**src/source/cmdseq_pkg.sv**
```systemverilog
package cmdseq_pkg;

    // ------------------------------------------------------------------------
    // Bus side types
    // ------------------------------------------------------------------------
    typedef logic [31:0] bus_word_t;  // One bus data word, also one buffer word

    // One accepted AHB transfer, valid for a single cycle
    typedef struct packed {
        logic        valid;
        logic        write;   // 1 = write, 0 = read
        logic [11:0] offset;  // Byte offset inside the slave window
        bus_word_t   wdata;
    } bus_req_t;

    // ------------------------------------------------------------------------
    // Command encoding
    // ------------------------------------------------------------------------
    typedef enum logic [1:0] {
        OP_END   = 2'd0,
        OP_WRITE = 2'd1,
        OP_DELAY = 2'd2,
        OP_NOP   = 2'd3
    } opcode_e;

    // Write view, op sits in the rotated top bits
    typedef struct packed {
        opcode_e     op;
        logic [13:0] port_addr;
        logic [15:0] rsvd;
        bus_word_t   data;
    } cmd_wr_t;

    // Delay view
    typedef struct packed {
        opcode_e     op;
        logic [45:0] rsvd;
        logic [15:0] count;   // Cycles to wait, 0 behaves as 1
    } cmd_dly_t;

    typedef union packed {
        cmd_wr_t  wr;
        cmd_dly_t dly;
    } cmd_u;

    // Output port event
    typedef struct packed {
        logic [13:0] port_addr;
        bus_word_t   data;
    } out_event_t;

    typedef struct packed {
        logic done;  // Bit 1 of STATUS
        logic busy;  // Bit 0 of STATUS
    } seq_status_t;

    // Register map
    localparam logic [11:0] REG_CTRL      = 12'h000;  // Bit 0 write starts
    localparam logic [11:0] REG_START_PTR = 12'h004;
    localparam logic [11:0] REG_STATUS    = 12'h008;

    localparam int BUF_REGION = 11;  // Offset bit selecting the command buffer

endpackage
```
**src/source/ahb_cmd_slave.sv**
```systemverilog
`timescale 1ns/1ps

module ahb_cmd_slave (
    input  logic                  clk,
    input  logic                  rst_n,
    // AHB-Lite side
    input  logic                  hsel,
    input  logic [31:0]           haddr,
    input  logic [1:0]            htrans,
    input  logic                  hwrite,
    input  cmdseq_pkg::bus_word_t hwdata,
    output cmdseq_pkg::bus_word_t hrdata,
    output logic                  hreadyout,
    // Internal request and readback
    output cmdseq_pkg::bus_req_t  req,
    input  cmdseq_pkg::bus_word_t buf_rd_data,
    input  logic                  buf_rd_valid,
    input  cmdseq_pkg::bus_word_t reg_rd_data,
    input  logic                  reg_rd_valid
);
    import cmdseq_pkg::*;

    logic        addr_ok;      // Address phase accepted this cycle
    logic        dp_valid;     // Data phase pending
    logic        dp_write;
    logic [11:0] dp_offset;
    logic        rd_pend;      // Read answer due this cycle
    bus_word_t   rd_merged;
    bus_word_t   rd_hold;      // Last read answer

    assign hreadyout = 1'b1;                  // No wait states
    assign addr_ok   = hsel && htrans[1];     // NONSEQ or SEQ

    // Address phase capture
    always_ff @(posedge clk or negedge rst_n) begin
        if (!rst_n) begin
            dp_valid <= 1'b0;
            dp_write <= 1'b0;
            rd_pend  <= 1'b0;
        end else begin
            dp_valid <= addr_ok;
            dp_write <= hwrite;
            rd_pend  <= dp_valid && !dp_write;  // Answer lands one cycle after req
        end
    end

    always_ff @(posedge clk) begin
        if (addr_ok) dp_offset <= haddr[11:0];  // Only the window offset matters
    end

    // Data phase request, write data taken straight from the bus
    assign req.valid  = dp_valid;
    assign req.write  = dp_write;
    assign req.offset = dp_offset;
    assign req.wdata  = hwdata;

    // ------------------------------------------------------------------------
    // Readback merge; an unanswered read yields zero
    // ------------------------------------------------------------------------
    assign rd_merged = (buf_rd_valid ? buf_rd_data : '0)
                     | (reg_rd_valid ? reg_rd_data : '0);

    always_ff @(posedge clk or negedge rst_n) begin
        if (!rst_n)       rd_hold <= '0;
        else if (rd_pend) rd_hold <= rd_merged;  // Held until the next read
    end

    assign hrdata = rd_pend ? rd_merged : rd_hold;

endmodule

```
**config.mk**
```make
export PLATFORM = sky130hd
export DESIGN_NAME = ahb_cmd_slave
export DESIGN_NICKNAME = d
export VERILOG_FILES = /design/src/source/cmdseq_pkg.sv /design/src/source/ahb_cmd_slave.sv
export SDC_FILE = /design/constraint.sdc
export NUM_CORES = 1
export LEC_CHECK = 0
export BUFFER_PORTS_ARGS = -buffer_cell sky130_fd_sc_hd__buf_4
export CORE_AREA = 4 4 82 84
export CTS_CLUSTER_DIAMETER = 50
export DETAILED_ROUTE_END_ITERATION = 8
export DIE_AREA = 0 0 86 88
export GPL_ROUTABILITY_DRIVEN = 0
export HOLD_SLACK_MARGIN = 0.12
export PLACE_DENSITY = 0.88
export SETUP_SLACK_MARGIN = 0.02
export SLEW_MARGIN = 30
export SYNTH_ARGS = -nofsm -noshare
export SYNTH_HDL_FRONTEND = slang
export SYNTH_SLANG_ARGS = --single-unit
```
**constraint.sdc**
```tcl
create_clock -name clk -period 1.8 [get_ports clk]
set_input_delay 0.36 -clock clk [delete_from_list [all_inputs] [get_ports clk]]
set_output_delay 0.36 -clock clk [all_outputs]
set_load 0.05 [all_outputs]
```
==> impl_metrics.yaml <==
power_and_ir_drop:
  p_int_mw: 2.16
  switchingPower_mw: 1.29
  seqPwrFrac_pct: 37.2
  fin_total_pwr_mw: 3.46
  leakage_nw: 1.49
  peakVddDrop_mv: 0.530
  combPwrFrac_pct: 39.8
  swShare_pct: 37.4
  power_density_mw_per_mm2: 1040
  clockPowerShare_pct: 23.0
yosys:
  ys_seq_area_share_pct: 57.5
  synth_xor_area_share_pct: 0
  syn_area_per_cell_um2: 11.1
  synth-adder-area-share_pct: 0
  async_flop_share_pct: 74.5
  syn_area_mm2: 0.00215
  syn_nets: 330
  synth_compound_area_share_pct: 19.1
  synth_mux_area_share_pct: 0
  yosys_warnings: 0
  synthDistinctLibCells: 12
  synth_edf_count: 12
  yosys.area_share.simple_pct: 6.17
  ys_seq_elements: 47
  synthTopCellsByArea: "dfrtp_1, edfxtp_1, buf_4, a22oi_1, a21oi_1"
  synth_top_cells_by_count: "buf_4, dfrtp_1, a21oi_1, nor2_1, a22oi_1"
  synthCells: 194
  synth_top_family_by_area: "compound AO/OA/AOI/OAI gates"
  synth_flop_cell: "dfrtp_1"
  synth_top_cell_area_share_pct: 40.8
  yosysTopAreaCell: "dfrtp_1"
drt:
  drt_iter0_drc: 47
  vias_per_cell: 4.91
  wl_per_cell_um: 16.8
  vias: 1777
  first_pass_iters: 4
  wl_mm: 6.07
  route.detailed.drc: 0
  ant_nets: 0
finish:
  diodes: 0
  drive_gt1_share_pct: 61.3
  nets: 422
  area_growth_pct: 54.7
  utilization_pct: 56.1
  fillers: 488
clocking:
  ctsLongestPathBuffers: 2
  cts_sinks: 47
  htreeDepth: 2
  cts_tree: "yes"
  clkTransAtPathRegs_ps: 90
  cts_setup_buffers: 0
  numCtsBuffers: 5
  clockRootBuffer: "clkbuf_8"
  insertion_delay_ps: 300
grt:
  grtUsageTotal_pct: 13.9
  antenna_found_initial: 0
  grt_pass1_wl_mm: 8.25
  grt_pass1_vias: 1759
  grt_max_degree: 36
  grt_remaining_overflow: 0
floorplan:
  die-area_mm2: 0.00757
  die_w_um: 86
  initial_utilization_pct: 36.3
  row_count: 28
  die_h_um: 88
  ios: 215
  core_mm2: 0.00592
sta:
  rsz0062_at_grt: "true"
  tns_ps: 0
  clock_skew_ps: 6.11
  max_freq_mhz: 566
  slew_headroom_pct: 63.5
  whs_ps: 166
  hold_viol_final: 0
  drv_slew: 0
  worstMarginPinSlew_ps: 547
  finalWorstSetupSlack_ps: 34.5
  fin_crit_sh_pct: 98.1
  finalCriticalPeriod_ps: 1770
  setup_viol: 0
critical_path:
  cp_num_buf_inv: 2
  cp-end-kind: "output port"
  critPathLaunch: "rd_pend"
  critPathMaxFanout: 17
  ff2ff_path_depth: 3
  path_depth: 3
  path_delay_family: "flip-flops"
  worstPathRequired_ps: 1440
  reg2reg_slack_ps: 750
  crit_arrival_ps: 1410
  path_cells: "clkbuf_16, a21oi_2, buf_6"
  slowest_delay_ps: 490
  slowest_stage: "dfrtp_2"
  path_class: "reg -> out"
  crit_end: "hrdata[31]"
  rr_endpoint: "rd_hold[21]"
  crit-reg2reg-launch: "rd_pend"
  start_kind: "register"
hold_path:
  hold_path.class: "in -> reg"
run_status:
  status: "finished, final reports clean"
placement:
  hpwlAfterDp_mm: 4.18
  detailedPlace.worstSlack_ps: 132
  portBuffers: 128
job:
  maxCapViolations: 0
[worst min path at each step]
stage          cells after the start          end  startpoint  slack (ps)
2_1_floorplan                      0     dp_valid       rst_n          60
3_3_place_gp                       1  rd_hold[11]       rst_n         340
3_5_place_dp                       1   rd_hold[4]       rst_n         350
4_1_cts                            1     dp_write      hwrite         160
5_1_grt                            1     dp_write      hwrite         150
6_report                           1     dp_write      hwrite         170
[timing repair]
| item | 4_1_cts | 5_1_grt |
|---|---|---|
| setup endpoints to repair | 5 | 23 |
| gates cloned | 0 | 2 |
| resized for setup | 1 | 46 |
| hold buffers | 1 | 0 |
| endpoints found under the hold margin | 35 | 0 |
[metrics by stage]
| step | area (µm²) | std cells |
|---|---|---|
| 5_1_grt | 3320 | 362 |
| 3_5_place_dp | 2960 | 351 |
| 4_1_cts | 3090 | 360 |
| 2_1_floorplan | 2230 | 194 |
| 3_3_place_gp | 2960 | 351 |
| 6_report | 3320 | 362 |
[cells in the final DEF (no fill, tap or decap)]
cell           instances
nor2_1                31
nor2_2                 1
conb_1                 1
buf_6                 31
dlygate4sd3_1          1
a22oi_2                2
and2_1                 1
bufinv_16              1
a21oi_4                4
dfrtp_2                1
a21oi_2               28
clkbuf_16              2
clkbuf_8               5
buf_12                 2
nor2b_1                1
dfrtp_1               34
buf_4                 97
a22oi_1               30
inv_6                  1
clkinv_4               1
edfxtp_1              12
[flip-flops by register name, indices dropped and copies added (netlist names)]
name       cells
dp_write       1
rd_hold       32
rd_pend        1
dp_valid       1
dp_offset     12
[layer usage]
layer,track usage (%),vias to the layer above,share of wire (%)
li1,-,830,-
met1,15.0,843,34
met2,25.5,90,55
met3,4.70,14,9.3
met4,4.46,0,1.5
met5,0,-,0
[final cells by class]
type	instances	area, µm²	area share (%)
clock buffers	5	68.8	2.07
clock inverters	3	47.5	1.43
multi-input cells	99	699	21.0
flip-flops and latches	47	1240	37.2
well taps	75	93.8	2.82
repair buffers	133	1180	35.4
[power by group through the flow]
stage | logic [mW] | registers [mW] | clock network, mW
6_report | 1.37 | 1.29 | 0.796
3_5_place_dp | 1.23 | 1.31 | 0
5_1_grt | 1.45 | 1.30 | 0.863
2_1_floorplan | 0.933 | 1.36 | 0
3_3_place_gp | 1.20 | 1.30 | 0
4_1_cts | 1.23 | 1.28 | 0.818
[cell families after synthesis]
family                 after synthesis
DFF                                 47
AOI/OAI and AO/OA                   64
and+or+nand+nor                     34
buffers and inverters               48
other                                1
(Power assumes the default switching activity.)
