$ cat src/source/cmdseq_pkg.sv
package cmdseq_pkg;

    // ------------------------------------------------------------------------
    // Bus side types
    // ------------------------------------------------------------------------
    typedef logic [31:0] bus_word_t;  // One bus data word, also one buffer word

    // One accepted AHB transfer, valid for a single cycle
    typedef struct packed {
        logic        valid;
        logic        write;   // 1 = write, 0 = read
        logic [11:0] offset;  // Byte offset inside the slave window
        bus_word_t   wdata;
    } bus_req_t;

    // ------------------------------------------------------------------------
    // Command encoding
    // ------------------------------------------------------------------------
    typedef enum logic [1:0] {
        OP_END   = 2'd0,
        OP_WRITE = 2'd1,
        OP_DELAY = 2'd2,
        OP_NOP   = 2'd3
    } opcode_e;

    // Write view, op sits in the rotated top bits
    typedef struct packed {
        opcode_e     op;
        logic [13:0] port_addr;
        logic [15:0] rsvd;
        bus_word_t   data;
    } cmd_wr_t;

    // Delay view
    typedef struct packed {
        opcode_e     op;
        logic [45:0] rsvd;
        logic [15:0] count;   // Cycles to wait, 0 behaves as 1
    } cmd_dly_t;

    typedef union packed {
        cmd_wr_t  wr;
        cmd_dly_t dly;
    } cmd_u;

    // Output port event
    typedef struct packed {
        logic [13:0] port_addr;
        bus_word_t   data;
    } out_event_t;

    typedef struct packed {
        logic done;  // Bit 1 of STATUS
        logic busy;  // Bit 0 of STATUS
    } seq_status_t;

    // Register map
    localparam logic [11:0] REG_CTRL      = 12'h000;  // Bit 0 write starts
    localparam logic [11:0] REG_START_PTR = 12'h004;
    localparam logic [11:0] REG_STATUS    = 12'h008;

    localparam int BUF_REGION = 11;  // Offset bit selecting the command buffer

endpackage
$ cat src/source/cmd_sequencer.sv
`timescale 1ns/1ps

module cmd_sequencer #(
    parameter int ADDR_W = 8
) (
    input  logic                     clk,
    input  logic                     rst_n,
    // Control from the register block
    input  logic                     start,
    input  logic [ADDR_W-1:0]        start_ptr,
    // Command fetch
    output logic                     cmd_rd_en,
    output logic [ADDR_W-1:0]        cmd_addr,
    input  logic                     cmd_rd_valid,
    input  cmdseq_pkg::cmd_u         cmd,
    // Output events and status
    output logic                     ev_valid,
    output cmdseq_pkg::out_event_t   ev,
    output cmdseq_pkg::seq_status_t  status
);
    import cmdseq_pkg::*;

    typedef enum logic [1:0] {
        S_IDLE,
        S_FETCH,   // Read request to the buffer
        S_WAIT,    // Command arrives
        S_EXEC     // Act on it
    } state_e;

    state_e            state;
    logic [ADDR_W-1:0] ptr;       // Word index of the current command
    logic [ADDR_W-1:0] ptr_nxt;
    logic [15:0]       dly_cnt;
    opcode_e           op;

    assign ptr_nxt = ptr + ADDR_W'(2);  // Two words per command, wraps
    assign op      = cmd.wr.op;         // Same place in both views

    assign cmd_rd_en = (state == S_FETCH);
    assign cmd_addr  = ptr;

    // Write view carries the event
    assign ev_valid     = (state == S_EXEC) && (op == OP_WRITE);
    assign ev.port_addr = cmd.wr.port_addr;
    assign ev.data      = cmd.wr.data;

    // ------------------------------------------------------------------------
    // Fetch / execute FSM
    // ------------------------------------------------------------------------
    always_ff @(posedge clk or negedge rst_n) begin
        if (!rst_n) begin
            state   <= S_IDLE;
            ptr     <= '0;
            dly_cnt <= '0;
            status  <= '0;
        end else begin
            case (state)
                S_IDLE: begin
                    if (start) begin                // Start while busy never gets here
                        ptr         <= start_ptr;
                        status.busy <= 1'b1;
                        status.done <= 1'b0;
                        state       <= S_FETCH;
                    end
                end
                S_FETCH: state <= S_WAIT;
                S_WAIT: begin
                    if (cmd_rd_valid) begin
                        dly_cnt <= cmd.dly.count;   // Delay view
                        state   <= S_EXEC;
                    end else begin
                        state <= S_FETCH;           // Blocked by a bus write, retry
                    end
                end
                S_EXEC: begin
                    case (op)
                        OP_END: begin
                            status.busy <= 1'b0;
                            status.done <= 1'b1;
                            state       <= S_IDLE;
                        end
                        OP_DELAY: begin
                            if (dly_cnt > 16'd1) begin
                                dly_cnt <= dly_cnt - 16'd1;
                            end else begin          // Count 0 ends after one cycle too
                                ptr   <= ptr_nxt;
                                state <= S_FETCH;
                            end
                        end
                        default: begin              // WRITE fires above, NOP does nothing
                            ptr   <= ptr_nxt;
                            state <= S_FETCH;
                        end
                    endcase
                end
            endcase
        end
    end

endmodule

$ cat config.mk
export PLATFORM = sky130hd
export DESIGN_NAME = cmd_sequencer
export DESIGN_NICKNAME = d
export VERILOG_FILES = /design/src/source/cmdseq_pkg.sv /design/src/source/cmd_sequencer.sv
export SDC_FILE = /design/constraint.sdc
export NUM_CORES = 1
export LEC_CHECK = 0
export BUFFER_PORTS_ARGS = -buffer_cell sky130_fd_sc_hd__clkbuf_2
export CORE_AREA = 2 2 86 71
export CTS_CLUSTER_DIAMETER = 30
export DETAILED_ROUTE_END_ITERATION = 12
export DIE_AREA = 0 0 88 73
export GPL_ROUTABILITY_DRIVEN = 0
export MAX_ROUTING_LAYER = met4
export PLACE_DENSITY = 0.76
export SYNTH_ARGS = -nofsm -noshare
export SYNTH_HDL_FRONTEND = slang
export SYNTH_SLANG_ARGS = --single-unit
$ cat constraint.sdc
create_clock -name clk -period 4.6 [get_ports clk]
set_input_delay 0.23 -clock clk [delete_from_list [all_inputs] [get_ports clk]]
set_output_delay 0.23 -clock clk [all_outputs]
set_load 0.05 [all_outputs]
==> run summary <==
LOGIC SYNTHESIS
----------------------------------------------------------------------------------
Top post-synthesis cells by count                                     buf_4, a21oi_1, dfrtp_1
Most common cell in the netlist                                              buf_4
Cell taking the most area after synthesis                                  dfrtp_1
Per-instance average area after synthesis                               8.31 sq um
Count of cell types in the netlist                                              47
Register bit total from synthesis                                               28
Mapped Nets                                                                    334
Synthesis Warnings                                                               0
Post-synthesis sequential area ratio                                         33.1%
Gate count of the mapped netlist                                               255
Share of synthesized flip-flops with an asynchronous set or reset             100%
Top FF cell, synth                                                         dfrtp_1
Leading post-synthesis cells by cell area                             dfrtp_1, buf_4, a21oi_1
Fraction of post-synthesis cell area in the top cell type by area            33.1%
EDFF count, synth                                                                0
Combined area of all synthesized cells                                  2120 sq um

FLOORPLAN
----------------------------------------------------------------------------------
Horizontal extent of the die                                                 88 um
Top-Level Pins                                                                 134
Vertical die dimension                                                       73 um
Num rows                                                                        25
Die Footprint                                                           6420 sq um
Core area                                                               5660 sq um
Effective utilization at floorplan                                           37.4%

TIMING
----------------------------------------------------------------------------------
Sum of negative setup slack                                                   0 ps
Final period utilization                                                     58.6%
Worst slew margin relative to its limit                                      31.4%
Achievable frequency                                                     0.371 GHz
Final count of negative-setup-slack endpoints                                    0
Final worst setup slack                                                    1900 ps
Unrepaired setup endpoints after global routing                                 no
Min Clock Period, post-route                                               2700 ps
Transition time at the pin with the least slew margin                      1030 ps
Final hold slack                                                          -9.45 ps
Hold Vio Cnt, Final                                                             18
Post-route clock skew                                                      3.40 ps
Max-slew violation total from the final report                                   0

SETUP PATH
----------------------------------------------------------------------------------
Setup crit end kind                                                           flop
Start of the worst register-to-register path                            dly_cnt[4]
Arrival time of data at the critical path endpoint                         2850 ps
Worst endpoint required time                                               4750 ps
Crit-path max FO                                                                28
Startpoint type of the worst setup path                                       flop
Worst Setup SP                                                          dly_cnt[4]
Kind of critical path                                                      reg2reg

CLOCK NETWORK
----------------------------------------------------------------------------------
Root Driver                                                               clkbuf_8
Number of resized instances in the post-cts repair step                          0
H-Tree Depth                                                                     1
Hold buffer count at CTS                                                         0
Number of buffers added by the clock tree synthesis step                         3
Clock transition at the registers of the reported paths                     100 ps
Insertion delay to the later sink of the worst-skew pair                    280 ps
Maximum buffer depth of the clock tree                                           2
CTS tree                                                                      done
Clock sink count                                                                28
Setup repair bufs after CTS                                                      0

GLOBAL ROUTE
----------------------------------------------------------------------------------
Number of antenna violations at the first check in global routing                0
Maximum number of pins on one net before global-route repair                    36
Leftover overflow at the end of global routing                                   0
Number of global-route vias before repair                                    1,674
All-layer global routing usage                                               15.7%
Global-route wire length before repair                                     7890 um

ROUTING
----------------------------------------------------------------------------------
Initial DRC count                                                              132
Final wirelength                                                           4770 um
First-pass DRT Iterations                                                        4
Routed wirelength normalized by instance count                             14.1 um
Vias                                                                         1,806
ANT nets after route                                                             0
DRC violations left                                                              0
Number of vias per cell after detailed routing                                5.36

FINISH
----------------------------------------------------------------------------------
Final standard cell utilization of the core                                  37.7%
Synthesis-to-layout area growth                                             0.767%
Share of final-layout standard cells stronger than drive strength 1          27.7%
Post-layout nets                                                               336
Final instance count without filler cells                                      337
Inserted Diodes                                                                  0

PLACEMENT
----------------------------------------------------------------------------------
Placed cells                                                                   333
Worst slack, placed                                                        1920 ps
Dpl hpwl                                                                   3320 um
Count of buffers from port buffering                                            57

RUN STATUS
----------------------------------------------------------------------------------
Result of the run                                                     complete, but fails checks
Violations in the final reports                                        hold timing

MIN PATH
----------------------------------------------------------------------------------
Hold Crit Class                                                           in2async

PWR
----------------------------------------------------------------------------------
Post-layout power                                                        0.00148 W
Worst vdd ir                                                              0.350 mV
Leakage power figure                                                      0.935 nW
Power per unit of standard cell area                                   693 nW/um^2

FLOW RUN
----------------------------------------------------------------------------------
Max capacitance violation total                                                  0

[cell usage in the layout (no fill, tap or decap), types with 4 or more instances in the layout]
cell type	n
nor2_1	22
a21oi_1	31
o21ai_0	6
o22ai_1	4
inv_1	4
nor4_1	5
clkbuf_2	57
dfrtp_1	28
clkbuf_8	4
a31oi_1	10
o22a_1	8
nand3_1	8
nand2_1	16
nor3_1	7
[power breakdown]
part | internal (W) | leakage, nW | switching, W
sequential | 0.000369 | 0.320 | 0.000148
combinational | 0.000270 | 0.587 | 0.000539
clock | 0.0000767 | 0.0288 | 0.0000789
total | 0.000716 | 0.935 | 0.000765
[path summary, 6_finish.rpt]
path | endpoint | slack [ps] | depth (start not counted)
worst min-delay path | dly_cnt[1] | -9 | 1
worst min register to register | cmd_addr[0] | 520 | 1
max in group asynchronous | dly_cnt[14] | 4150 | 1
worst max-delay path | dly_cnt[5] | 1900 | 5
worst max register to register | dly_cnt[5] | 1900 | 5
min in group clk | cmd_addr[0] | 180 | 2
[flip-flops by register name (all words and copies together), names as in the netlist]
register,count
status,2
dly_cnt,16
state,2
cmd_addr,8
[routing by layer]
layer | vias to the layer above | GRT usage, % | wire, um | part of all wire, %
li1 | 878 | - | - | -
met4 | 0 | 2.39 | 2 | 0.042
met5 | - | - | 0 | 0
met2 | 67 | 24.6 | 2200 | 46
met1 | 859 | 21.3 | 2220 | 47
met3 | 2 | 3.85 | 340 | 7.1
[cells by family after synthesis]
kind of cell / Yosys count / synth area share, %
mux: 1 / 0.531
simple gates: 81 / 20.0
compound gates: 77 / 23.5
buf+inv: 65 / 21.1
flops: 28 / 33.1
fa+ha+maj: 3 / 1.77
[cell type report]
cell class / count / area [sq um]
fill: 601 / 3530
multi-input combinational: 162 / 971
sequential: 28 / 701
timing repair buffer: 58 / 293
tap: 81 / 101
clock buffer: 4 / 55.1
inverter: 4 / 15.0
[metrics by stage]
step,hold WS [ps],cell area (sq um)
after floorplan,-65.6,2120
after global placement,322,2080
after detailed placement,326,2080
after CTS,11.6,2140
after global routing,53.5,2140
final,-9.45,2140
[worst max-delay path: stages, from the launching register on]
cell and delay (ps):
dfrtp_1 480, or4_4 620, nor3b_2 190, a21o_1 730, and2_4 400, o221ai_1 140
Note: power is estimated with default switching activity, not from simulation.
