==> config.mk <==
export PLATFORM = sky130hd
export DESIGN_NAME = seq_regs
export DESIGN_NICKNAME = d
export VERILOG_FILES = /design/src/source/cmdseq_pkg.sv /design/src/source/seq_regs.sv
export SDC_FILE = /design/constraint.sdc
export NUM_CORES = 1
export LEC_CHECK = 0
export BUFFER_PORTS_ARGS = -buffer_cell sky130_fd_sc_hd__buf_2
export CORE_MARGIN = 5
export CORE_UTILIZATION = 35
export CTS_CLUSTER_DIAMETER = 50
export DETAILED_ROUTE_END_ITERATION = 10
export PLACE_DENSITY = 0.91
export SYNTH_ARGS = -nofsm -noshare
export SYNTH_HDL_FRONTEND = slang
export SYNTH_SLANG_ARGS = --single-unit
==> constraint.sdc <==
create_clock -name clk -period 0.8 [get_ports clk]
set_input_delay 0 -clock clk [delete_from_list [all_inputs] [get_ports clk]]
set_output_delay 0 -clock clk [all_outputs]
set_load 0.01 [all_outputs]
==> src/source/cmdseq_pkg.sv <==
package cmdseq_pkg;

    // ------------------------------------------------------------------------
    // Bus side types
    // ------------------------------------------------------------------------
    typedef logic [31:0] bus_word_t;  // One bus data word, also one buffer word

    // One accepted AHB transfer, valid for a single cycle
    typedef struct packed {
        logic        valid;
        logic        write;   // 1 = write, 0 = read
        logic [11:0] offset;  // Byte offset inside the slave window
        bus_word_t   wdata;
    } bus_req_t;

    // ------------------------------------------------------------------------
    // Command encoding
    // ------------------------------------------------------------------------
    typedef enum logic [1:0] {
        OP_END   = 2'd0,
        OP_WRITE = 2'd1,
        OP_DELAY = 2'd2,
        OP_NOP   = 2'd3
    } opcode_e;

    // Write view, op sits in the rotated top bits
    typedef struct packed {
        opcode_e     op;
        logic [13:0] port_addr;
        logic [15:0] rsvd;
        bus_word_t   data;
    } cmd_wr_t;

    // Delay view
    typedef struct packed {
        opcode_e     op;
        logic [45:0] rsvd;
        logic [15:0] count;   // Cycles to wait, 0 behaves as 1
    } cmd_dly_t;

    typedef union packed {
        cmd_wr_t  wr;
        cmd_dly_t dly;
    } cmd_u;

    // Output port event
    typedef struct packed {
        logic [13:0] port_addr;
        bus_word_t   data;
    } out_event_t;

    typedef struct packed {
        logic done;  // Bit 1 of STATUS
        logic busy;  // Bit 0 of STATUS
    } seq_status_t;

    // Register map
    localparam logic [11:0] REG_CTRL      = 12'h000;  // Bit 0 write starts
    localparam logic [11:0] REG_START_PTR = 12'h004;
    localparam logic [11:0] REG_STATUS    = 12'h008;

    localparam int BUF_REGION = 11;  // Offset bit selecting the command buffer

endpackage
==> src/source/seq_regs.sv <==
`timescale 1ns/1ps

module seq_regs #(
    parameter int ADDR_W = 8
) (
    input  logic                     clk,
    input  logic                     rst_n,
    input  logic                     reg_en,
    input  logic [11:0]              offset,
    input  logic                     wr,
    input  cmdseq_pkg::bus_word_t    wdata,
    output cmdseq_pkg::bus_word_t    rd_data,
    output logic                     rd_valid,
    input  cmdseq_pkg::seq_status_t  status,
    output logic                     start,
    output logic [ADDR_W-1:0]        start_ptr
);
    import cmdseq_pkg::*;

    logic      reg_wr;
    logic      reg_rd;
    bus_word_t rd_mux;

    assign reg_wr = reg_en && wr;
    assign reg_rd = reg_en && !wr;

    // Read mux, unknown offsets read as zero
    always_comb begin
        rd_mux = '0;
        case (offset)
            REG_START_PTR: rd_mux = bus_word_t'(start_ptr);
            REG_STATUS:    rd_mux = bus_word_t'(status);   // {done, busy}
            default:       rd_mux = '0;                    // CTRL is write only
        endcase
    end

    // ------------------------------------------------------------------------
    // Register updates
    // ------------------------------------------------------------------------
    always_ff @(posedge clk or negedge rst_n) begin
        if (!rst_n) begin
            start     <= 1'b0;
            start_ptr <= '0;
            rd_data   <= '0;
            rd_valid  <= 1'b0;
        end else begin
            // One-cycle pulse, the cycle after the CTRL write
            start <= reg_wr && (offset == REG_CTRL) && wdata[0];
            if (reg_wr && (offset == REG_START_PTR)) start_ptr <= wdata[ADDR_W-1:0];
            rd_valid <= reg_rd;
            rd_data  <= reg_rd ? rd_mux : '0;
        end
    end

endmodule

==> results.yml, run 1 <==
pwr:
  pwr_density_cell_nw_per_um2: 1250
  seqPwrFrac_pct: 53.9
  pwr-share-comb_pct: 14.8
  p_leak_nw: 0.777
  internal_power_mw: 1.31
  p_sw_uw: 387
  p_clk_share_pct: 31.3
  peakVddDrop_mv: 0.577
  p_sw_share_pct: 22.8
timing:
  setup_slack_ns: -0.617
  setup_viol: 25
  layout_min_cycle_time_ns: 1.42
  fin_skew_ns: 0.00103
  rsz0062_at_grt: "true"
  hold_viol: 0
  max_freq_mhz: 706
  fin_crit_sh_pct: 177
  drv_slew: 0
  hold_ws_ns: 0.0714
finish:
  area_growth_pct: 45.4
  drive_gt1_share_pct: 53.2
  layout.nets: 192
  final_core_util_pct: 54.2
  diodes: 0
route:
  route.detailed.drc: 0
  antenna_left: 0
  dr.pass1.iters: 2
  via_count: 711
  post_drt_wl_per_cell_um: 12.1
  met2_length_um: 1040
  drt_iter0_markers: 9
  wl_met1_um: 756
  top_layer_used: "met4"
  wl_met3_um: 226
  vias_per_cell: 4.16
  wirelength_um: 2070
synthesis:
  yosysWarnings: 0
  synth.cell_area_um2: 931
  synthTopCellsByArea: "dfrtp_1, buf_4, mux2_4"
  synthCells: 77
  synth_cell_types: 18
  yosysSeqAreaShare_pct: 48.4
  yosysTopAreaCell: "dfrtp_1"
  syn_area_per_cell_um2: 12.1
  yosysTopAreaCellShare_pct: 48.4
  ys_seq_elements: 18
worst_setup_path:
  path_cells: "buf_6 > or4_4 > or4_4 > mux2_4"
  cp_max_fo: 8
  start_kind: "input pin"
  required_ns: 0.98
  critPathMaxStageDelay_ns: 0.65
  arrival_ns: 1.59
  criticalPathCategory: "in2reg"
  slowest_stage: "or4_4"
  cpMostUsedCell: "or4_4"
  end_kind: "register"
floorplanning:
  die_h_um: 61.6
  die_w_um: 61.6
  dieArea_um2: 3790
  core-area_um2: 2500
  ios: 92
  start_util_pct: 37.2
  row_count: 18
global_routing:
  grt_max_degree: 19
  groute.usage.overall_pct: 11.3
  overflow: 0
  grt_pass1_vias: 743
  grt_pass1_wl_um: 3090
  antenna_found_initial: 0
run:
  drv_cap: 0
hold_path:
  hold_path.class: "in2reg"
place:
  gp_congestion: 0.774
  portBuffers: 43
  pre_cts_slack_ns: -0.933
status:
  violations: "negative setup slack"
  status: "finished, violations left"
clock_tree:
  cts_buffer_depth: 2
  cts-htree-levels: 1
  cts_tree: "yes"
  clk_pin_slew_ns: 0.09
  cts.sinks: 18
  clock_latency_ns: 0.28
  cts_made_buffers: 3
  cts_root_buf: "clkbuf_4"
[kinds of logic after synthesis]
family,Yosys count,share of synthesized area [%]
and+or+nand+nor,22,15.7
DFF,18,48.4
AOI/OAI and AO/OA,2,1.61
other,1,0.403
buffers and inverters,26,21.0
muxes,8,12.9
[critical path: cells and delay by family]
kind / cells / cell delay, ns
buffers and inverters: 1 / 0.09
muxes: 1 / 0.33
and+or+nand+nor: 2 / 1.17
[sequential cells by signal (all words and copies together), names as in the netlist]
| name | flops |
|---|---|
| start_ptr | 8 |
| start | 1 |
| rd_data | 8 |
| rd_valid | 1 |
[area by class of cell]
| class | instances | area [um^2] |
|---|---|---|
| clock buffer | 4 | 36.3 |
| multi-input combinational | 56 | 414 |
| fill | 214 | 1150 |
| sequential | 18 | 450 |
| tap | 30 | 37.5 |
| inverter | 1 | 3.75 |
| timing repair buffer | 62 | 412 |
[layer usage]
| metal | track usage (%) | up-vias |
|---|---|---|
| li1 | - | 342 |
| met5 | 0 | - |
| met2 | 18.1 | 44 |
| met4 | 5.76 | 0 |
| met3 | 3.35 | 6 |
| met1 | 13.7 | 319 |
[synthesized netlist by cell type]
cell type  instances
buf_4             24
dfrtp_1           18
mux2_4             8
and2_1             6
nor4_1             4
a22oi_1            2
nand2_1            2
nor2b_1            2
or4_4              2
buf_6              1
conb_1             1
inv_1              1
nand2b_1           1
nor3_1             1
or2_1              1
or2_2              1
or4_1              1
or4b_1             1
[metrics by stage]
stage	instance area (um^2)	power (mW)	setup TNS, ns	cells
5_1_grt	1350	1.78	-8.40	171
4_1_cts	1300	1.71	-7.87	170
2_1_floorplan	1020	1.10	-9.89	100
3_3_place_gp	1150	1.12	-12.82	157
3_5_place_dp	1150	1.13	-12.94	157
6_report	1350	1.70	-7.48	171
[repair_timing]
| action | in CTS | in global routing |
|---|---|---|
| hold buffers | 9 | 0 |
| resized for setup | 5 | 7 |
| setup endpoints to repair | 31 | 35 |
| hold endpoints to repair | 27 | 0 |
| setup buffers | 0 | 1 |
| pin swaps | 4 | 2 |
[final timing paths]
kind,startpoint,to,slack (ns),cells past startpoint
setup / recovery,offset[5],start_ptr[3],-0.62,4
hold / removal,status[0],rd_data[0],0.07,3
setup reg to reg,start_ptr[1],rd_data[1],-0.08,2
hold reg to reg,start_ptr[5],rd_data[5],0.52,1
max in group asynchronous,rst_n,start_ptr[2],0.38,2
min in group asynchronous,rst_n,rd_data[6],0.16,2
[cells in the final DEF, fill, tap and decap left out]
cell / instances
or4b_4: 1
or4_4: 3
buf_6: 5
clkbuf_4: 3
mux2_4: 8
nand2b_1: 1
nor4_2: 2
a22oi_1: 2
nor4_4: 1
nor3_2: 1
nand2_1: 2
dlygate4sd3_1: 9
and2_1: 6
nor4_1: 1
clkbuf_8: 1
or2_2: 1
nor2b_1: 2
conb_1: 24
dfrtp_1: 18
buf_2: 38
buf_4: 10
inv_1: 1
or2_4: 1
[power groups by stage]
stage | Combinational [mW] | Clock, mW | Sequential, mW
finish | 0.250 | 0.531 | 0.914
global route | 0.276 | 0.593 | 0.915
CTS | 0.239 | 0.553 | 0.914
detailed placement | 0.198 | 0 | 0.932
global placement | 0.187 | 0 | 0.932
floorplan | 0.162 | 0 | 0.934
Power figures use the tool's default switching activity.
==> run 2, diff against run 1 <==
- BUFFER_PORTS_ARGS: -buffer_cell sky130_fd_sc_hd__buf_2 -> not set
- CORE_UTILIZATION: 35 -> 45
- DONT_BUFFER_PORTS: not set -> 1
- PLACE_DENSITY: 0.91 -> 0.72
==> results.yml, run 2 (synthesized netlist as in run 1, its figures left out) <==
finish:
  area_growth_pct: 26.5
  final_cell_mix: "conb_1, dfrtp_1, dlygate4sd3_1, buf_6, mux2_4"
  final_common_cell: "conb_1"
  drive_gt1_share_pct: 32.0
  diodes: 0
  layout.nets: 155
  n_fill_cell: 185
  seq_area_um2: 450
  reg_top3: "rd_data (8), start_ptr (8)"
  fin_area_um2: 1180
  final_core_util_pct: 60.0
  multi_input_area_um2: 413
timing:
  hold_viol: 21
  tightestPinTransition_ns: 0.750
  setup_slack_ns: -0.553
  max_freq_mhz: 739
  fin_skew_ns: 0.00406
  layout_min_cycle_time_ns: 1.35
  drv_slew: 0
  fin_setup_tns_ns: -6.24
  fin_crit_sh_pct: 169
  setup_viol: 25
  max_slew_margin_pct: 50.0
  rsz0062_at_grt: "true"
  hold_ws_ns: -0.153
clock_tree:
  cts_tree: "yes"
  cts_buffer_depth: 2
  clock_latency_ns: 0.28
  cts.sinks: 18
  clk_pin_slew_ns: 0.09
  cts-htree-levels: 1
  cts_made_buffers: 3
  hold_buffers: 11
  cts_root_buf: "clkbuf_4"
place:
  pre_cts_slack_ns: -0.850
  postPlaceCellArea_um2: 961
  portBuffers: 0
  hpwl_um: 1430
  gp_congestion: 0.902
worst_setup_path:
  critPathMaxStageDelay_ns: 0.66
  slowest_stage: "or4_4"
  reg2reg_depth: 2
  r2r-start: "start_ptr[1]"
  start_kind: "input pin"
  cpMostUsedCell: "or4_4"
  critPathLaunch: "offset[5]"
  path_cells: "or4_4 > or4_4 > mux2_4"
  arrival_ns: 1.52
  crit_path_end: "start_ptr[7]"
  path_delay_family: "simple AND/OR/NAND/NOR gates"
  cp_max_fo: 8
  r2r_end: "rd_data[1]"
  criticalPathCategory: "in2reg"
  r2r_slack_ns: -0.13
  crit_cells: 3
  critPathBufInv: 0
  required_ns: 0.97
  end_kind: "register"
floorplanning:
  ios: 92
  die_w_um: 55.5
  die_h_um: 55.5
  dieArea_um2: 3080
  start_util_pct: 47.4
  row_count: 16
  core-area_um2: 1960
global_routing:
  grt_pass1_vias: 640
  grt_max_degree: 19
  groute.usage.overall_pct: 12.9
  antenna_found_initial: 0
  grt_pass1_wl_um: 3170
  overflow: 0
pwr:
  power_mw: 1.50
  p_leak_nw: 0.624
  peakVddDrop_mv: 0.669
  pwr_density_cell_nw_per_um2: 1270
status:
  status: "finished, violations left"
  violations: "negative hold slack, negative setup slack"
hold_path:
  hold_path.class: "in2async"
route:
  drt_iter0_markers: 4
  vias_per_cell: 4.42
  post_drt_wl_per_cell_um: 14.3
  antenna_left: 0
  wirelength_um: 1860
  route.detailed.drc: 0
  via_count: 574
  dr.pass1.iters: 3
run:
  drv_cap: 0
[run 2: cell count changes in the layout (fill, tap and decap cells not counted), sizes merged]
cell / change
buf: -39
clkbuf: -1
dlymetal6s4s: +2
[run 2: repair_timing]
action,4_1_cts,5_1_grt
endpoints found under the hold margin,30,21
endpoints found under the setup margin,25,43
buffers inserted,1,1
pin swaps,3,3
gates resized for setup,13,5
[run 2: routing by layer]
layer	vias to the layer above	share of wire (%)	global-route usage, %
met5	-	0	0
met4	0	0	5.21
met3	0	7.0	2.80
met2	29	57	24.5
met1	281	36	13.5
li1	264	-	-
[run 2: final cells by class]
cell class	count	area share, %
sequential	18	38.3
multi-input combinational	56	35.1
timing repair buffer	25	21.6
tap	27	2.87
clock buffer	3	1.91
inverter	1	0.319
[run 2: how the worst min path moves through the flow]
stage,start,cells after the start,to
6_report,rst_n,1,start_ptr[6]
5_1_grt,offset[0],3,start
4_1_cts,offset[0],3,start
3_5_place_dp,rst_n,0,start_ptr[7]
3_3_place_gp,rst_n,0,rd_data[6]
2_1_floorplan,rst_n,0,rd_data[0]
[run 2: per-stage QoR]
| stage | hold WS [ns] | cells |
|---|---|---|
| 2_1_floorplan | -0.296 | 100 |
| 3_3_place_gp | -0.295 | 115 |
| 3_5_place_dp | -0.295 | 115 |
| 4_1_cts | -0.102 | 130 |
| 5_1_grt | -0.0902 | 130 |
| 6_report | -0.153 | 130 |
[run 2: where the power goes]
group | internal (mW) | switching, mW
registers | 0.913 | 0.00316
logic | 0.0668 | 0.103
clock network | 0.174 | 0.238
==> run 3, diff against run 2 <==
- PLACE_DENSITY: 0.72 -> 0.74
- SLEW_MARGIN: not set -> 20
- clock period: 0.8 -> 1.1 ns (I/O delays scaled with it)
==> results.yml, run 3 (synthesized netlist as in run 1, its figures left out) <==
route:
  drt_iter0_markers: 9
  dr.pass1.iters: 4
  wirelength_um: 1820
  post_drt_wl_per_cell_um: 14.5
  vias_per_cell: 4.42
  via_count: 553
  route.detailed.drc: 0
  antenna_left: 0
worst_setup_path:
  arrival_ns: 1.52
  path_delay_family: "simple AND/OR/NAND/NOR gates"
  slowest_stage: "or4_4"
  start_kind: "input pin"
  critPathMaxStageDelay_ns: 0.66
  criticalPathCategory: "in2reg"
  path_cells: "or4_4 > or4_4 > mux2_4"
  end_kind: "register"
  critPathBufInv: 0
  cp_max_fo: 8
  cpMostUsedCell: "or4_4"
  required_ns: 1.28
place:
  pre_cts_slack_ns: -0.544
  gp_congestion: 0.898
  hpwl_um: 1430
  place_inst: 105
  portBuffers: 0
finish:
  n_fill_cell: 178
  drive_gt1_share_pct: 19.4
  layout.nets: 149
  diodes: 0
  area_growth_pct: 16.3
  fin_cells: 125
  reg_top3: "rd_data (8), start_ptr (8)"
  final_common_cell: "conb_1"
  final_cell_mix: "conb_1, dfrtp_1, dlygate4sd3_1"
floorplanning:
  start_util_pct: 47.4
  core-area_um2: 1960
  dieArea_um2: 3080
  die_w_um: 55.5
  row_count: 16
  die_h_um: 55.5
  ios: 92
clock_tree:
  clock_latency_ns: 0.29
  cts.sinks: 18
  cts-htree-levels: 1
  post_cts_buffers: 0
  clk_pin_slew_ns: 0.10
  hold_buffers: 16
  cts_buffer_depth: 2
  cts_resized: 0
  cts_tree: "yes"
  cts_made_buffers: 3
  cts_root_buf: "clkbuf_4"
status:
  violations: "negative hold slack, negative setup slack"
  status: "finished, violations left"
timing:
  max_freq_mhz: 749
  layout_min_cycle_time_ns: 1.34
  rsz0062_at_grt: "true"
  hold_ws_ns: -0.0423
  drv_slew: 0
  tightestPinTransition_ns: 0.785
  setup_viol: 8
  setup_slack_ns: -0.236
  fin_setup_tns_ns: -1.81
  fin_skew_ns: 0.00375
  fin_crit_sh_pct: 121
  max_slew_margin_pct: 47.5
  hold_viol: 2
hold_path:
  hold_path.class: "in2reg"
pwr:
  pwr_density_cell_nw_per_um2: 1100
  peakVddDrop_mv: 0.656
  p_leak_nw: 0.556
run:
  drv_cap: 0
global_routing:
  met2_usage_pct: 20.9
  met3_usage_pct: 1.86
  grt_pass1_vias: 563
  grt_max_degree: 19
  grt_pass1_wl_um: 2670
  grt_busiest_layer: "met2"
  antenna_found_initial: 0
  overflow: 0
  groute.usage.overall_pct: 11.3
  grt_util_met1_pct: 11.4
==> run 3: cell count changes in the layout (fill, tap and decap cells not counted) <==
cell	change
clkbuf_8	+1
buf_4	-2
nor3_2	-1
or2_1	+1
nor3_1	+1
nor4_4	-2
or2_4	-1
buf_6	-9
nor4_1	+2
dlygate4sd3_1	+7
dlymetal6s4s_1	-2
==> run 3: cell type report <==
| class | instances | area [um^2] | area share [%] |
|---|---|---|---|
| clock buffer | 4 | 36.3 | 3.35 |
| inverter | 1 | 3.75 | 0.347 |
| multi-input combinational | 56 | 375 | 34.7 |
| sequential | 18 | 450 | 41.6 |
| tap | 27 | 33.8 | 3.12 |
| timing repair buffer | 19 | 183 | 16.9 |
==> run 3: stage by stage <==
step / total power, mW / utilization (%) / cell area [um^2]
final: 1.19 / 55.2 / 1080
after detailed placement: 0.740 / 45.2 / 886
after floorplan: 0.797 / - / 1020
after global routing: 1.23 / 55.2 / 1080
after global placement: 0.739 / 45.2 / 886
after CTS: 1.19 / 55.2 / 1080
==> run 3: what timing repair did <==
action                                  4_1_cts  5_1_grt
endpoints found under the setup margin        8       14
pin swaps                                     0        2
hold endpoints to repair                     30        2
==> run 3: report_power, final <==
group / switching [mW] / internal, mW / total, mW
logic: 0.0704 / 0.0519 / 0.122
clock network: 0.199 / 0.202 / 0.401
registers: 0.00269 / 0.664 / 0.666
==> run 3: path summary, 6_finish.rpt <==
kind	from	end	slack, ns	cells after the start
worst max-delay path	offset[6]	start_ptr[0]	-0.24	3
max in group asynchronous	rst_n	start	0.39	1
min in group asynchronous	rst_n	start_ptr[2]	0.22	1
worst min-delay path	wr	rd_data[1]	-0.04	2
worst min register to register	start_ptr[4]	rd_data[4]	0.60	1
worst max register to register	start_ptr[0]	rd_data[0]	0.21	2
==> run 3: layer usage <==
layer,share of wire [%],wire (um)
met5,0,0
met4,2.5,45
met3,7.3,132
met2,55,997
met1,35,640
